File: config.mk
export PLATFORM = sky130hd
export DESIGN_NAME = div_unit_top
export DESIGN_NICKNAME = d
export VERILOG_FILES = /design/src/div_stats_pkg.sv /design/src/div_types_pkg.sv /design/src/div_unit_top.sv /design/src/div_error_monitor.sv /design/src/div_array_stage.sv /design/src/div_operand_stage.sv
export SDC_FILE = /design/constraint.sdc
export NUM_CORES = 1
export LEC_CHECK = 0
export ABC_AREA = 0
export ABC_CLOCK_PERIOD_IN_PS = 86600
export BUFFER_PORTS_ARGS = -buffer_cell sky130_fd_sc_hd__buf_2
export CAP_MARGIN = 15
export CORE_MARGIN = 2
export CORE_UTILIZATION = 25
export CTS_CLUSTER_DIAMETER = 200
export CTS_CLUSTER_SIZE = 28
export DETAILED_ROUTE_END_ITERATION = 8
export PLACE_DENSITY = 0.43
export SYNTH_ARGS = -nofsm -noshare
export SYNTH_HDL_FRONTEND = slang
export SYNTH_HIERARCHICAL = 1
export SYNTH_SLANG_ARGS = --single-unit
File: constraint.sdc
create_clock -name clk -period 86.6 [get_ports clk]
set_input_delay 17.32 -clock clk [delete_from_list [all_inputs] [get_ports clk]]
set_output_delay 17.32 -clock clk [all_outputs]
set_load 0.1 [all_outputs]
File: src/div_stats_pkg.sv
`default_nettype none

package div_stats_pkg;

  localparam int cnt_width = 16;  // sample and mismatch counters
  localparam int err_width = 8;   // largest quotient error seen

  // counters stop here instead of wrapping
  localparam logic [cnt_width-1:0] cnt_max = '1;

  typedef struct packed {
    logic [cnt_width-1:0] sample_count;    // ok results seen
    logic [cnt_width-1:0] mismatch_count;  // ok results with q off the exact quotient
    logic [err_width-1:0] max_q_err;
  } div_stats_t;

endpackage

`default_nettype wire

File: src/div_types_pkg.sv
`default_nettype none

package div_types_pkg;

  localparam int n_width = 16;  // dividend
  localparam int d_width = 8;   // divisor, quotient and remainder

  // q and r carry this pattern whenever a request is faulted
  localparam logic [d_width-1:0] fault_value = '1;

  typedef enum logic [1:0] {
    st_ok       = 2'd0,
    st_div_zero = 2'd1,  // divisor was zero
    st_overflow = 2'd2   // quotient would not fit in d_width bits
  } div_status_e;

  // one request after the operand stage, status already decided
  typedef struct packed {
    logic               valid;
    logic [n_width-1:0] n;
    logic [d_width-1:0] d;
    div_status_e        status;
  } div_op_t;

  typedef struct packed {
    logic               valid;  // single-cycle pulse per result
    logic [d_width-1:0] q;
    logic [d_width-1:0] r;
    div_status_e        status;
  } div_res_t;

endpackage

`default_nettype wire
File: src/div_unit_top.sv
`timescale 1ns/10ps
`default_nettype none

module div_unit_top #(
  parameter int approx_tri = 6  // 0 turns the array into an exact divider
) (
  input  wire logic                              clk,
  input  wire logic                              arst_n,
  input  wire logic                              in_valid,
  input  wire logic [div_types_pkg::n_width-1:0] n,
  input  wire logic [div_types_pkg::d_width-1:0] d,
  input  wire logic                              stats_clear,
  output div_types_pkg::div_res_t                res,
  output div_stats_pkg::div_stats_t              stats
);

  div_types_pkg::div_op_t op_q;  // registered and classified request

  div_operand_stage u_operand (
    .clk      (clk),
    .arst_n   (arst_n),
    .in_valid (in_valid),
    .n        (n),
    .d        (d),
    .op_q     (op_q)
  );

  // result two cycles after in_valid, one per cycle, no stall
  div_array_stage #(
    .approx_tri (approx_tri)
  ) u_array (
    .clk    (clk),
    .arst_n (arst_n),
    .op_q   (op_q),
    .res    (res)
  );

  div_error_monitor u_monitor (
    .clk         (clk),
    .arst_n      (arst_n),
    .stats_clear (stats_clear),
    .op_q        (op_q),
    .res         (res),
    .stats       (stats)
  );

endmodule

`default_nettype wire

File: src/div_error_monitor.sv
`timescale 1ns/10ps
`default_nettype none

module div_error_monitor (
  input  wire logic                      clk,
  input  wire logic                      arst_n,
  input  wire logic                      stats_clear,
  input  wire div_types_pkg::div_op_t    op_q,
  input  wire div_types_pkg::div_res_t   res,
  output div_stats_pkg::div_stats_t      stats
);

  localparam int nw = div_types_pkg::n_width;
  localparam int dw = div_types_pkg::d_width;

  localparam logic [div_stats_pkg::cnt_width-1:0] cnt_step = 1;

  logic [nw-1:0]                      exact_full;
  logic [dw-1:0]                      exact_q;   // aligned with res
  logic [div_stats_pkg::err_width-1:0] q_err;
  logic                               take;
  div_stats_pkg::div_stats_t          stats_q;

  // reference divide, a zero divisor is steered away and never counted anyway
  always_comb begin
    if (op_q.d == '0) begin
      exact_full = '0;
    end else begin
      exact_full = op_q.n / {{(nw - dw){1'b0}}, op_q.d};
    end
  end

  // same one-cycle delay as the array stage
  always_ff @(posedge clk) begin
    if (op_q.valid) begin
      exact_q <= exact_full[dw-1:0];
    end
  end

  assign take  = res.valid && (res.status == div_types_pkg::st_ok);
  assign q_err = (res.q >= exact_q) ? (res.q - exact_q) : (exact_q - res.q);

  always_ff @(posedge clk or negedge arst_n) begin
    if (!arst_n) begin
      stats_q <= '0;
    end else if (stats_clear) begin
      stats_q <= '0;  // a result landing together with the clear is lost
    end else if (take) begin
      if (stats_q.sample_count != div_stats_pkg::cnt_max) begin
        stats_q.sample_count <= stats_q.sample_count + cnt_step;
      end
      if ((q_err != '0) && (stats_q.mismatch_count != div_stats_pkg::cnt_max)) begin
        stats_q.mismatch_count <= stats_q.mismatch_count + cnt_step;
      end
      if (q_err > stats_q.max_q_err) begin
        stats_q.max_q_err <= q_err;
      end
    end
  end

  assign stats = stats_q;

endmodule

`default_nettype wire

File: src/div_array_stage.sv
`timescale 1ns/10ps
`default_nettype none

module div_array_stage #(
  parameter int approx_tri = 0  // cells with row + column below this are approximate
) (
  input  wire logic                     clk,
  input  wire logic                     arst_n,
  input  wire div_types_pkg::div_op_t   op_q,
  output div_types_pkg::div_res_t       res
);

  localparam int nw = div_types_pkg::n_width;
  localparam int dw = div_types_pkg::d_width;

  logic [dw-1:0] row_rem [0:dw-1];  // partial remainder leaving each quotient row
  logic [dw-1:0] quo;

  logic                       res_valid;
  logic [dw-1:0]              res_q;
  logic [dw-1:0]              res_r;
  div_types_pkg::div_status_e res_status;

  // row dw-1 resolves the top quotient bit first, row 0 leaves the remainder
  for (genvar i = 0; i < dw; i++) begin : g_row
    logic [dw-1:0] x;     // minuend bits seen by the cells of this row
    logic          top;   // bit shifted out above the divisor width
    logic [dw:0]   b;     // borrow ripple from column 0 upwards
    logic [dw-1:0] diff;

    if (i == dw - 1) begin : g_first
      assign x   = op_q.n[nw-2:dw-1];
      assign top = op_q.n[nw-1];
    end else begin : g_next
      assign x   = {row_rem[i+1][dw-2:0], op_q.n[i]};  // shift in the next dividend bit
      assign top = row_rem[i+1][dw-1];
    end

    assign b[0] = 1'b0;

    for (genvar j = 0; j < dw; j++) begin : g_cell
      if (i + j < approx_tri) begin : g_approx
        // cheap cell, the borrow only toggles and the difference needs an incoming borrow
        assign diff[j] = b[j] & (x[j] ^ op_q.d[j]);
        assign b[j+1]  = ~b[j];
      end else begin : g_exact
        assign diff[j] = x[j] ^ op_q.d[j] ^ b[j];
        assign b[j+1]  = (~x[j] & op_q.d[j]) | (~(x[j] ^ op_q.d[j]) & b[j]);
      end
    end

    // subtraction is kept when the shifted-out bit is set or no final borrow occurred
    assign quo[i]     = top | ~b[dw];
    assign row_rem[i] = quo[i] ? diff : x;  // restoring step passes x through
  end

  always_ff @(posedge clk or negedge arst_n) begin
    if (!arst_n) begin
      res_valid <= 1'b0;
    end else begin
      res_valid <= op_q.valid;
    end
  end

  always_ff @(posedge clk) begin
    if (op_q.valid) begin
      res_status <= op_q.status;
      if (op_q.status == div_types_pkg::st_ok) begin
        res_q <= quo;
        res_r <= row_rem[0];
      end else begin
        res_q <= div_types_pkg::fault_value;
        res_r <= div_types_pkg::fault_value;
      end
    end
  end

  assign res = '{valid: res_valid, q: res_q, r: res_r, status: res_status};

endmodule

`default_nettype wire

File: src/div_operand_stage.sv
`timescale 1ns/10ps
`default_nettype none

module div_operand_stage (
  input  wire logic                                clk,
  input  wire logic                                arst_n,
  input  wire logic                                in_valid,
  input  wire logic [div_types_pkg::n_width-1:0]   n,
  input  wire logic [div_types_pkg::d_width-1:0]   d,
  output div_types_pkg::div_op_t                   op_q
);

  logic                              valid_q;
  logic [div_types_pkg::n_width-1:0] n_q;
  logic [div_types_pkg::d_width-1:0] d_q;
  div_types_pkg::div_status_e        status_d;
  div_types_pkg::div_status_e        status_q;

  // a zero divisor wins over overflow, the upper byte compare would be meaningless
  always_comb begin
    if (d == '0) begin
      status_d = div_types_pkg::st_div_zero;
    end else if (n[div_types_pkg::n_width-1 -: div_types_pkg::d_width] >= d) begin
      status_d = div_types_pkg::st_overflow;
    end else begin
      status_d = div_types_pkg::st_ok;
    end
  end

  always_ff @(posedge clk or negedge arst_n) begin
    if (!arst_n) begin
      valid_q <= 1'b0;
    end else begin
      valid_q <= in_valid;  // drops back to 0 when no request arrives
    end
  end

  always_ff @(posedge clk) begin
    if (in_valid) begin
      n_q      <= n;
      d_q      <= d;
      status_q <= status_d;
    end
  end

  assign op_q = '{valid: valid_q, n: n_q, d: d_q, status: status_q};

endmodule

`default_nettype wire

==> flow_summary_export.csv, run 1 <==
group,metric,value,unit
synthesis,synth_common_cells,"142 x ha_1, 132 x nor2_1, 117 x nand2_1",
grt,grt_usage,0.139,
layout,nNetsFinal,1643,
setup_path,cpMaxStageDelayCell,"a221oi_2",
sta,post-route-period-util,0.386,
clock_tree,postCtsSetupBuffers,0,
die,die-area,49600,um^2
run,cap_violations,0,
setup_path,slowest_delay,0.85,ns
detailed_routing,dr.pass1.iters,5,
setup_path,start_kind,"register",
die,io_pins,87,
placement,pre_cts_slack,53.38,ns
worst_hold_path,hp-class,"register to register",
synthesis,syn-cell-area,11900,um^2
grt,antenna_found_initial,3,
sta,clock_skew,0.0135,ns
synthesis,synthesis.instances,1368,
clock_tree,cts_root_buffer,"clkbuf_16",
synthesis,synth-seq-cells,94,
synthesis,synth_ff_type,"edfxtp_1",
grt,overflow,0,
synthesis,synth_top_cell_by_area,"ha_1",
setup_path,cp_top_family,"compound AO/OA/AOI/OAI gates",
grt,grt_max_degree,44,
die,start_util,0.252,
synthesis,ys_types,102,
detailed_routing,finalWirelength,34.3,mm
setup_path,worstPathRequired,86.70,ns
detailed_routing,antenna_left,0,
grt,grt_pass1_vias,9891,
setup_path,cp-end-kind,"register",
setup_path,path_max_fanout,16,
synthesis,syn-num-nets,1575,
sta,slew_violations,0,
synthesis,synthArstFlopShare,0.447,
clock_tree,cts_buffers,9,
detailed_routing,drc_errors,0,
sta,setup_tns,0,ns
clock_tree,cts_hold_buffers,0,
die,num_rows,80,
run_status,status,"completed",
setup_path,cp_common_cell,"o21a_1",
clock_tree,cts.path.max_buffers,2,
clock_tree,clk_latency,0.37,ns
synthesis,post-synth-top-count-cell,"ha_1",
sta,grt_setup_unrepaired,"no",
sta,slew-limit-headroom,0.235,
die,coreArea,47400,um^2
placement,place.gp.congestion,0.862,
setup_path,worst-path-buf-inv,4,
clock_tree,ctsResizeCount,0,
clock_tree,clkTransAtPathRegs,0.07,ns
clock_tree,cts_tree,"done",
synthesis,synth_edf_count,52,
die,die_w,223,um
placement,dp_hpwl,27.6,mm
layout,nFillCells,5069,
sta,tightestPinTransition,1.15,ns
synthesis,syn_avg_cell_area,8.73,um^2
layout,drive_above_1_share,0.137,
detailed_routing,num_vias,10260,
grt,grt_pass1_wl,55.1,mm
placement,io_buffers,86,
detailed_routing,drtIter0Drc,514,
detailed_routing,vias_per_cell,4.99,
layout,insertedDiodeCount,0,
setup_path,path_class,"register to register",
die,die_h,223,um
detailed_routing,wl_per_cell,16.7,um
synthesis,yosysWarnings,6,
synthesis,ys_seq_area_frac,0.219,
sta,period_needed,33.46,ns
sta,setup_slack,53.14,ns
sta,hold_viol,0,
layout,utilization,0.281,
sta,setup_viol_count_final,0,
synthesis,netlist_top_cells_area,"ha_1 15%, edfxtp_1 13%, dfrtp_1 8.8%, fa_1 6.2%, nor2_1 4.1%",
sta,timing.fmax,0.0299,GHz
clock_tree,clock-sinks,94,
synthesis,netlist.area_leader.share,0.149,
clock_tree,htreeDepth,3,
layout,area_delta_synth_final,11.5,%
setup_path,arrival,33.56,ns
## cell families (layout without fill, tap and decap cells)
family,count (synthesis),in the layout,share of synthesized area
AO/OA/AOI/OAI,324,324,0.193
XOR/XNOR,72,72,0.0528
adder cells (fa/ha/maj),179,179,0.211
buffers and inverters,139,212,0.0487
flip-flops,94,94,0.219
multiplexers,76,76,0.0710
AND/OR/NAND/NOR,484,484,0.205
## worst min-delay path, delay by kind of cell, from the launching register on
family / cells / cell delay, ns
flops: 1 / 0.37
simple gates: 1 / 0.08
mux: 1 / 0.07
## layout by cell type (no fill, tap or decap), types with 44 or more instances in the layout
master    count
ha_1        142
nor2_1      132
nand2_1     117
inv_1        97
buf_2        86
a21oi_1      72
nor3_1       52
edfxtp_1     52
o21a_1       44
o21ai_0      44
mux2i_1      44
## worst paths after layout
| check | from | endpoint | slack, ns | depth (start not counted) |
|---|---|---|---|---|
| worst max-delay path | u_operand/d_q[7]$_DFFE_PP_ | u_monitor/exact_q[0]$_SDFFCE_PN0P_ | 53.14 | 137 |
| worst min-delay path | u_monitor/stats[3]$_DFFE_PN0P_ | u_monitor/stats[3]$_DFFE_PN0P_ | 0.56 | 2 |
| worst max register to register | u_operand/d_q[7]$_DFFE_PP_ | u_monitor/exact_q[0]$_SDFFCE_PN0P_ | 53.14 | 137 |
| worst min register to register | u_monitor/stats[3]$_DFFE_PN0P_ | u_monitor/stats[3]$_DFFE_PN0P_ | 0.56 | 2 |
| max in group asynchronous | arst_n | u_monitor/stats[9]$_DFFE_PN0P_ | 68.91 | 1 |
| min in group asynchronous | arst_n | u_monitor/stats[13]$_DFFE_PN0P_ | 17.10 | 1 |
## registers in the layout (all words and copies together), names as in the netlist
signal / flops
u_array/res_q: 8
u_array/res_r: 8
u_array/res_status: 2
u_array/res_valid: 1
u_monitor/exact_q: 8
u_monitor/stats: 40
u_operand/d_q: 8
u_operand/n_q: 16
u_operand/status_q: 2
u_operand/valid_q: 1
## area by class of cell
class	instances	area [um^2]	share of cell area
Multi-Input combinational cell	1135	8750	0.657
Inverter	97	364	0.0273
Clock buffer	9	225	0.0169
Sequential cell	94	2610	0.196
Timing Repair Buffer	99	528	0.0396
Clock inverter	7	65.1	0.00488
Tap cell	615	769	0.0578
## per-layer routing
metal	GRT usage	routed length, um	vias to the layer above
li1	-	-	5142
met1	0.202	17400	4883
met2	0.221	15300	204
met3	0.0180	1210	31
met4	0.0281	401	0
met5	0	0	-
## metrics by stage
| stage | hold slack (ns) | std cells | instance area, um^2 |
|---|---|---|---|
| global placement | 0.528 | 2040 | 13000 |
| floorplan | 0.442 | 1368 | 11900 |
| finish | 0.559 | 2056 | 13300 |
| detailed placement | 0.550 | 2040 | 13000 |
| CTS | 0.567 | 2056 | 13300 |
| global route | 0.595 | 2056 | 13300 |
Power of run 1 is left out: the tool's default activity adds up to more than one toggle a clock period on the data nets, which glitch-free logic cannot reach.
==> run 2: changes to the inputs <==
--- a/config.mk
+++ b/config.mk
@@ -6,7 +6,7 @@
 export NUM_CORES = 1
 export LEC_CHECK = 0
 export ABC_AREA = 0
-export ABC_CLOCK_PERIOD_IN_PS = 86600
+export ABC_CLOCK_PERIOD_IN_PS = 34500
 export BUFFER_PORTS_ARGS = -buffer_cell sky130_fd_sc_hd__buf_2
 export CAP_MARGIN = 15
 export CORE_MARGIN = 2
==> constraint.sdc (replaced) <==
create_clock -name clk -period 34.5 [get_ports clk]
set_input_delay 6.9 -clock clk [delete_from_list [all_inputs] [get_ports clk]]
set_output_delay 6.9 -clock clk [all_outputs]
set_load 0.1 [all_outputs]
==> run 2 against run 1 <==
Cell area is 1.1% higher. First-iteration DRC count down 5.1%. Worst setup slack got worse by 50 ns. Flip-flop and latch count unchanged. Cell count is 0.58% higher. Clock skew is 0.0021 ns lower. Wire length rose by 0.83%.
==> flow_summary_export.csv, run 2 (synthesis gave the netlist of run 1 again) <==
group,metric,value,unit
run_status,status,"completed",
sta,timing.fmax,0.0317,GHz
clock_tree,cts_tree,"done",
placement,dp_hpwl,27.8,mm
sta,slew-limit-headroom,0.363,
setup_path,arrival,31.68,ns
sta,post-route-period-util,0.916,
setup_path,cp-end-kind,"register",
sta,setup_tns,0,ns
grt,antenna_found_initial,1,
grt,overflow,0,
clock_tree,htreeDepth,3,
layout,insertedDiodeCount,0,
sta,slew_violations,0,
sta,period_needed,31.59,ns
sta,tightestPinTransition,0.955,ns
clock_tree,clkTransAtPathRegs,0.07,ns
run,cap_violations,0,
clock_tree,cts_hold_buffers,0,
die,die_w,223,um
layout,area_delta_synth_final,12.6,%
die,coreArea,47400,um^2
setup_path,cp_common_cell,"o21a_1",
layout,nNetsFinal,1655,
detailed_routing,dr.pass1.iters,7,
die,num_rows,80,
layout,largest_register_ffs,40,
layout,drive_above_1_share,0.146,
detailed_routing,wl_per_cell,16.7,um
sta,setup_viol_count_final,0,
layout,final_common_cell,"ha_1",
clock_tree,clock-sinks,94,
placement,io_buffers,86,
die,die-area,49600,um^2
sta,clock_skew,0.0114,ns
detailed_routing,drtIter0Drc,488,
grt,grt_max_degree,44,
die,start_util,0.252,
detailed_routing,antenna_left,0,
setup_path,path_max_fanout,15,
clock_tree,cts_root_buffer,"clkbuf_16",
sta,hold_viol,0,
clock_tree,clk_latency,0.37,ns
die,die_h,223,um
grt,grt_pass1_vias,9933,
worst_hold_path,hp-class,"register to register",
setup_path,slowest_delay,0.66,ns
clock_tree,cts_buffers,9,
placement,place.gp.congestion,0.858,
grt,grt_usage,0.140,
detailed_routing,vias_per_cell,4.95,
layout,nFillCells,5103,
layout,mostFrequentLayoutCells,"142 x ha_1, 131 x nor2_1, 117 x nand2_1",
grt,grt_pass1_wl,55.3,mm
die,io_pins,87,
sta,holdWs,0.559,ns
detailed_routing,drc_errors,0,
sta,grt_setup_unrepaired,"no",
setup_path,start_kind,"register",
setup_path,cpMaxStageDelayCell,"edfxtp_1",
clock_tree,cts.path.max_buffers,2,
setup_path,path_class,"register to register",
detailed_routing,num_vias,10241,
setup_path,worstPathRequired,34.60,ns
detailed_routing,finalWirelength,34.6,mm
==> run 2: cell count changes in the layout (fill, tap and decap cells not counted), sizes merged <==
cell / previous run / this run
buf: 99 / 111
clkbuf: 9 / 11
clkinv: 3 / 0
inv: 101 / 102
==> run 2: critical path: cells and delay by family (launching register included) <==
family          cells  cell delay [ns]
flops               1             0.66
buf+inv             7             1.22
fa+ha+maj          15             4.47
compound gates     72            14.79
simple gates       42             8.90
mux                 4             1.29
==> run 2: cell type report <==
class	count	area, um^2	area share
multi-input cells	1135	8780	0.652
flip-flops and latches	94	2610	0.194
well taps	615	769	0.0572
repair buffers	111	638	0.0474
inverters	97	364	0.0271
clock buffers	11	254	0.0189
clock inverters	5	43.8	0.00325
==> run 2: path summary, 6_finish.rpt <==
kind | start | end | slack, ns | cells past startpoint
max reg2reg | u_operand/d_q[5]$_DFFE_PP_ | u_monitor/exact_q[0]$_SDFFCE_PN0P_ | 2.91 | 140
min reg2reg | u_monitor/stats[3]$_DFFE_PN0P_ | u_monitor/stats[3]$_DFFE_PN0P_ | 0.56 | 2
min | u_monitor/stats[3]$_DFFE_PN0P_ | u_monitor/stats[3]$_DFFE_PN0P_ | 0.56 | 2
min in group asynchronous | arst_n | u_monitor/stats[20]$_DFFE_PN0P_ | 6.68 | 1
max in group asynchronous | arst_n | u_monitor/stats[38]$_DFFE_PN0P_ | 27.22 | 1
max | u_operand/d_q[5]$_DFFE_PP_ | u_monitor/exact_q[0]$_SDFFCE_PN0P_ | 2.91 | 140
==> run 2: timing repair <==
| item | in CTS | in global routing |
|---|---|---|
| gates resized for setup | 0 | 5 |
| buffers inserted | 0 | 10 |
| setup endpoints to repair | 0 | 1 |
==> run 2: per-stage QoR <==
step	instance area, um^2	std cells	worst slack (ns)	util
finish	13500	2068	2.91	0.284
global route	13500	2068	0.0817	0.284
CTS	13300	2056	1.22	0.281
detailed placement	13000	2040	1.39	0.275
global placement	13000	2040	2.02	0.275
floorplan	11900	1368	5.65	-
==> run 2: metal layers <==
metal  vias up  share of wire  track usage
li1       5172              -            -
met1      4877           0.51        0.202
met2       166           0.45        0.220
met3        26          0.037       0.0223
met4         0          0.012       0.0260
met5         -              0            0
Power of run 2 is left out for the same reason.
==> run 3: changes to the inputs <==
--- a/config.mk
+++ b/config.mk
@@ -5,16 +5,16 @@
 export SDC_FILE = /design/constraint.sdc
 export NUM_CORES = 1
 export LEC_CHECK = 0
-export ABC_AREA = 0
+export ABC_AREA = 1
 export ABC_CLOCK_PERIOD_IN_PS = 34500
 export BUFFER_PORTS_ARGS = -buffer_cell sky130_fd_sc_hd__buf_2
 export CAP_MARGIN = 15
 export CORE_MARGIN = 2
-export CORE_UTILIZATION = 25
+export CORE_UTILIZATION = 35
 export CTS_CLUSTER_DIAMETER = 200
 export CTS_CLUSTER_SIZE = 28
 export DETAILED_ROUTE_END_ITERATION = 8
-export PLACE_DENSITY = 0.43
+export PLACE_DENSITY = 0.54
 export SYNTH_ARGS = -nofsm -noshare
 export SYNTH_HDL_FRONTEND = slang
 export SYNTH_HIERARCHICAL = 1
==> run 3 against run 2 <==
Fmax rose by 13%. Critical path depth is 45 higher. Via count is 9.9% higher. Synthesized cell count increased by 30%. Worst setup slack improved by 3.6 ns. Highest routed layer unchanged. Cell count rose by 12%. Die area shrank 24%. Critical path type unchanged. Hold slack lost 0.10 ns. Critical endpoint unchanged. Area after synthesis grew 6.0%. Utilization rose by 10 points. Non-clock buffer count is 19 lower. Flip-flop and latch count unchanged.
==> flow_summary_export.csv, run 3 <==
group,metric,value,unit
run_status,status,"completed",
grt,grt_max_degree,43,
synthesis,ys_seq_area_frac,0.206,
setup_path,cp-end-kind,"register",
synthesis,synth-compound-area-share,0.116,
synthesis,post-synth-top-count-cell,"nand2_1",
die,io_pins,87,
grt,grt_pass1_wl,52.6,mm
detailed_routing,finalWirelength,31.5,mm
setup_path,startpoint,"u_operand/d_q[0]$_DFFE_PP_",
synthesis,synth_xor_xnor_area_share,0.0415,
sta,period_needed,27.94,ns
placement,io_buffers,86,
grt,grt_pass1_vias,10768,
sta,tightestPinTransition,1.05,ns
setup_path,path_max_fanout,16,
synthesis,netlist_top_cells_area,"ha_1 14%, nand2_1 13%, edfxtp_1 12%, dfrtp_1 8.3%, inv_1 8.2%",
setup_path,path_class,"register to register",
clock_tree,clock-sinks,94,
detailed_routing,vias_per_cell,4.87,
clock_tree,cts.path.max_buffers,2,
die,die_h,194,um
sta,timing.fmax,0.0358,GHz
clock_tree,ctsResizeCount,0,
sta,setup_viol_count_final,0,
grt,antenna_found_initial,0,
synthesis,syn-cell-area,12700,um^2
setup_path,r2r_start,"u_operand/d_q[0]$_DFFE_PP_",
layout,insertedDiodeCount,0,
sta,hold_viol,0,
sta,setup_tns,0,ns
clock_tree,clk_latency,0.36,ns
worst_hold_path,hp-start,"u_operand/status_q[0]$_SDFFCE_PN1P_",
detailed_routing,drtIter0Drc,600,
synthesis,synth_top_cell_by_area,"ha_1",
sta,setup_slack,6.56,ns
worst_hold_path,hold-path-endpoint,"u_array/res_status[0]$_DFFE_PP_",
grt,grt_usage,0.168,
die,num_rows,69,
layout,final_common_cell,"nand2_1",
worst_hold_path,hold_depth,0,
setup_path,start_kind,"register",
layout,drive_above_1_share,0.136,
placement,dp_hpwl,25.9,mm
synthesis,yosysWarnings,6,
sta,grt_setup_unrepaired,"no",
detailed_routing,dr.pass1.iters,5,
detailed_routing,num_vias,11255,
detailed_routing,antenna_left,0,
detailed_routing,wl_per_cell,13.6,um
clock_tree,cts_tree,"done",
synthesis,syn_avg_cell_area,7.12,um^2
sta,post-route-period-util,0.810,
synthesis,synthArstFlopShare,0.447,
sta,slew-limit-headroom,0.302,
die,start_util,0.356,
sta,slew_violations,0,
setup_path,worstPathRequired,34.62,ns
clock_tree,clkTransAtPathRegs,0.07,ns
setup_path,slowest_delay,0.51,ns
synthesis,synth-seq-cells,94,
synthesis,netlist.area_leader.share,0.140,
synthesis,ys_types,60,
die,coreArea,35600,um^2
clock_tree,htreeDepth,3,
clock_tree,cts_root_buffer,"clkbuf_16",
sta,clock_skew,0.0111,ns
layout,nNetsFinal,2050,
run,cap_violations,0,
setup_path,r2r_end,"u_monitor/exact_q[0]$_SDFFCE_PN0P_",
worst_hold_path,hp-class,"register to register",
layout,area_delta_synth_final,8.69,%
setup_path,r2r_slack,6.56,ns
synthesis,yosys.area_share.simple,0.329,
clock_tree,postCtsSetupBuffers,0,
die,die_w,194,um
synthesis,synthAdderAreaFrac,0.199,
setup_path,cpMaxStageDelayCell,"inv_1",
synthesis,synth_top_family_by_area,"simple AND/OR/NAND/NOR gates",
synthesis,syn-num-nets,1986,
placement,place.gp.congestion,0.872,
layout,mostFrequentLayoutCells,"441 x nand2_1, 276 x inv_1, 144 x nand3_1",
placement,pre_cts_slack,6.61,ns
setup_path,cp_common_cell,"nand2_1",
synthesis,synth_common_cells,"441 x nand2_1, 276 x inv_1, 144 x nand3_1",
die,die-area,37700,um^2
synthesis,muxShareOfSynthArea,0.000791,
synthesis,synthesis.instances,1779,
setup_path,worst-path-buf-inv,30,
synthesis,synth_edf_count,52,
detailed_routing,drc_errors,0,
setup_path,arrival,28.06,ns
setup_path,cp_top_family,"compound AO/OA/AOI/OAI gates",
clock_tree,cts_buffers,9,
clock_tree,cts_hold_buffers,0,
setup_path,reg2reg_depth,185,
layout,largest_register_ffs,40,
grt,overflow,0,
synthesis,synth_ff_type,"edfxtp_1",
[run 3: worst register-to-register path: cells and delay by family (launching register included)]
family	cells	cell delay (ns)
AOI/OAI and AO/OA	62	9.73
adders and majority gates	16	4.87
and+or+nand+nor	76	8.73
xor gates and xnor gates	1	0.22
buffers and inverters	30	3.67
DFF	1	0.49
[run 3: layout make-up]
type                    count  area, um^2
well taps                 461         577
clock inverters             7        65.1
repair buffers             92         475
fillers                  3785       21800
multi-input cells        1347        8680
clock buffers               9         225
inverters                 299        1120
flip-flops and latches     94        2610
[run 3: layer usage]
metal	track usage	up-vias	wire length, um
li1	-	5938	-
met1	0.233	5095	15600
met2	0.278	193	14300
met3	0.0230	29	1130
met4	0.0359	0	478
met5	0	-	0
[run 3: kinds of logic (layout without fill, tap and decap cells)]
group / Yosys count / in the layout
fa+ha+maj: 179 / 179
compound gates: 248 / 248
simple gates: 859 / 859
flops: 94 / 94
xor+xnor: 60 / 60
mux: 1 / 1
buf+inv: 338 / 407
[run 3: how the worst max path moves through the flow]
stage,end,depth (start not counted)
final,u_monitor/exact_q[0]$_SDFFCE_PN0P_,185
after global routing,u_monitor/exact_q[0]$_SDFFCE_PN0P_,185
after CTS,u_monitor/exact_q[0]$_SDFFCE_PN0P_,186
after detailed placement,u_monitor/exact_q[0]$_SDFFCE_PN0P_,184
after global placement,u_monitor/exact_q[0]$_SDFFCE_PN0P_,186
after floorplan,u_monitor/exact_q[0]$_SDFFCE_PN0P_,194
[run 3: through the flow]
step	utilization	hold slack, ns	area, um^2	std cells
2_1_floorplan	-	0.427	12700	1779
5_1_grt	0.387	0.478	13800	2309
6_report	0.387	0.457	13800	2309
3_3_place_gp	0.379	0.444	13500	2293
4_1_cts	0.387	0.455	13800	2309
3_5_place_dp	0.379	0.438	13500	2293
Power of run 3 is left out for the same reason.
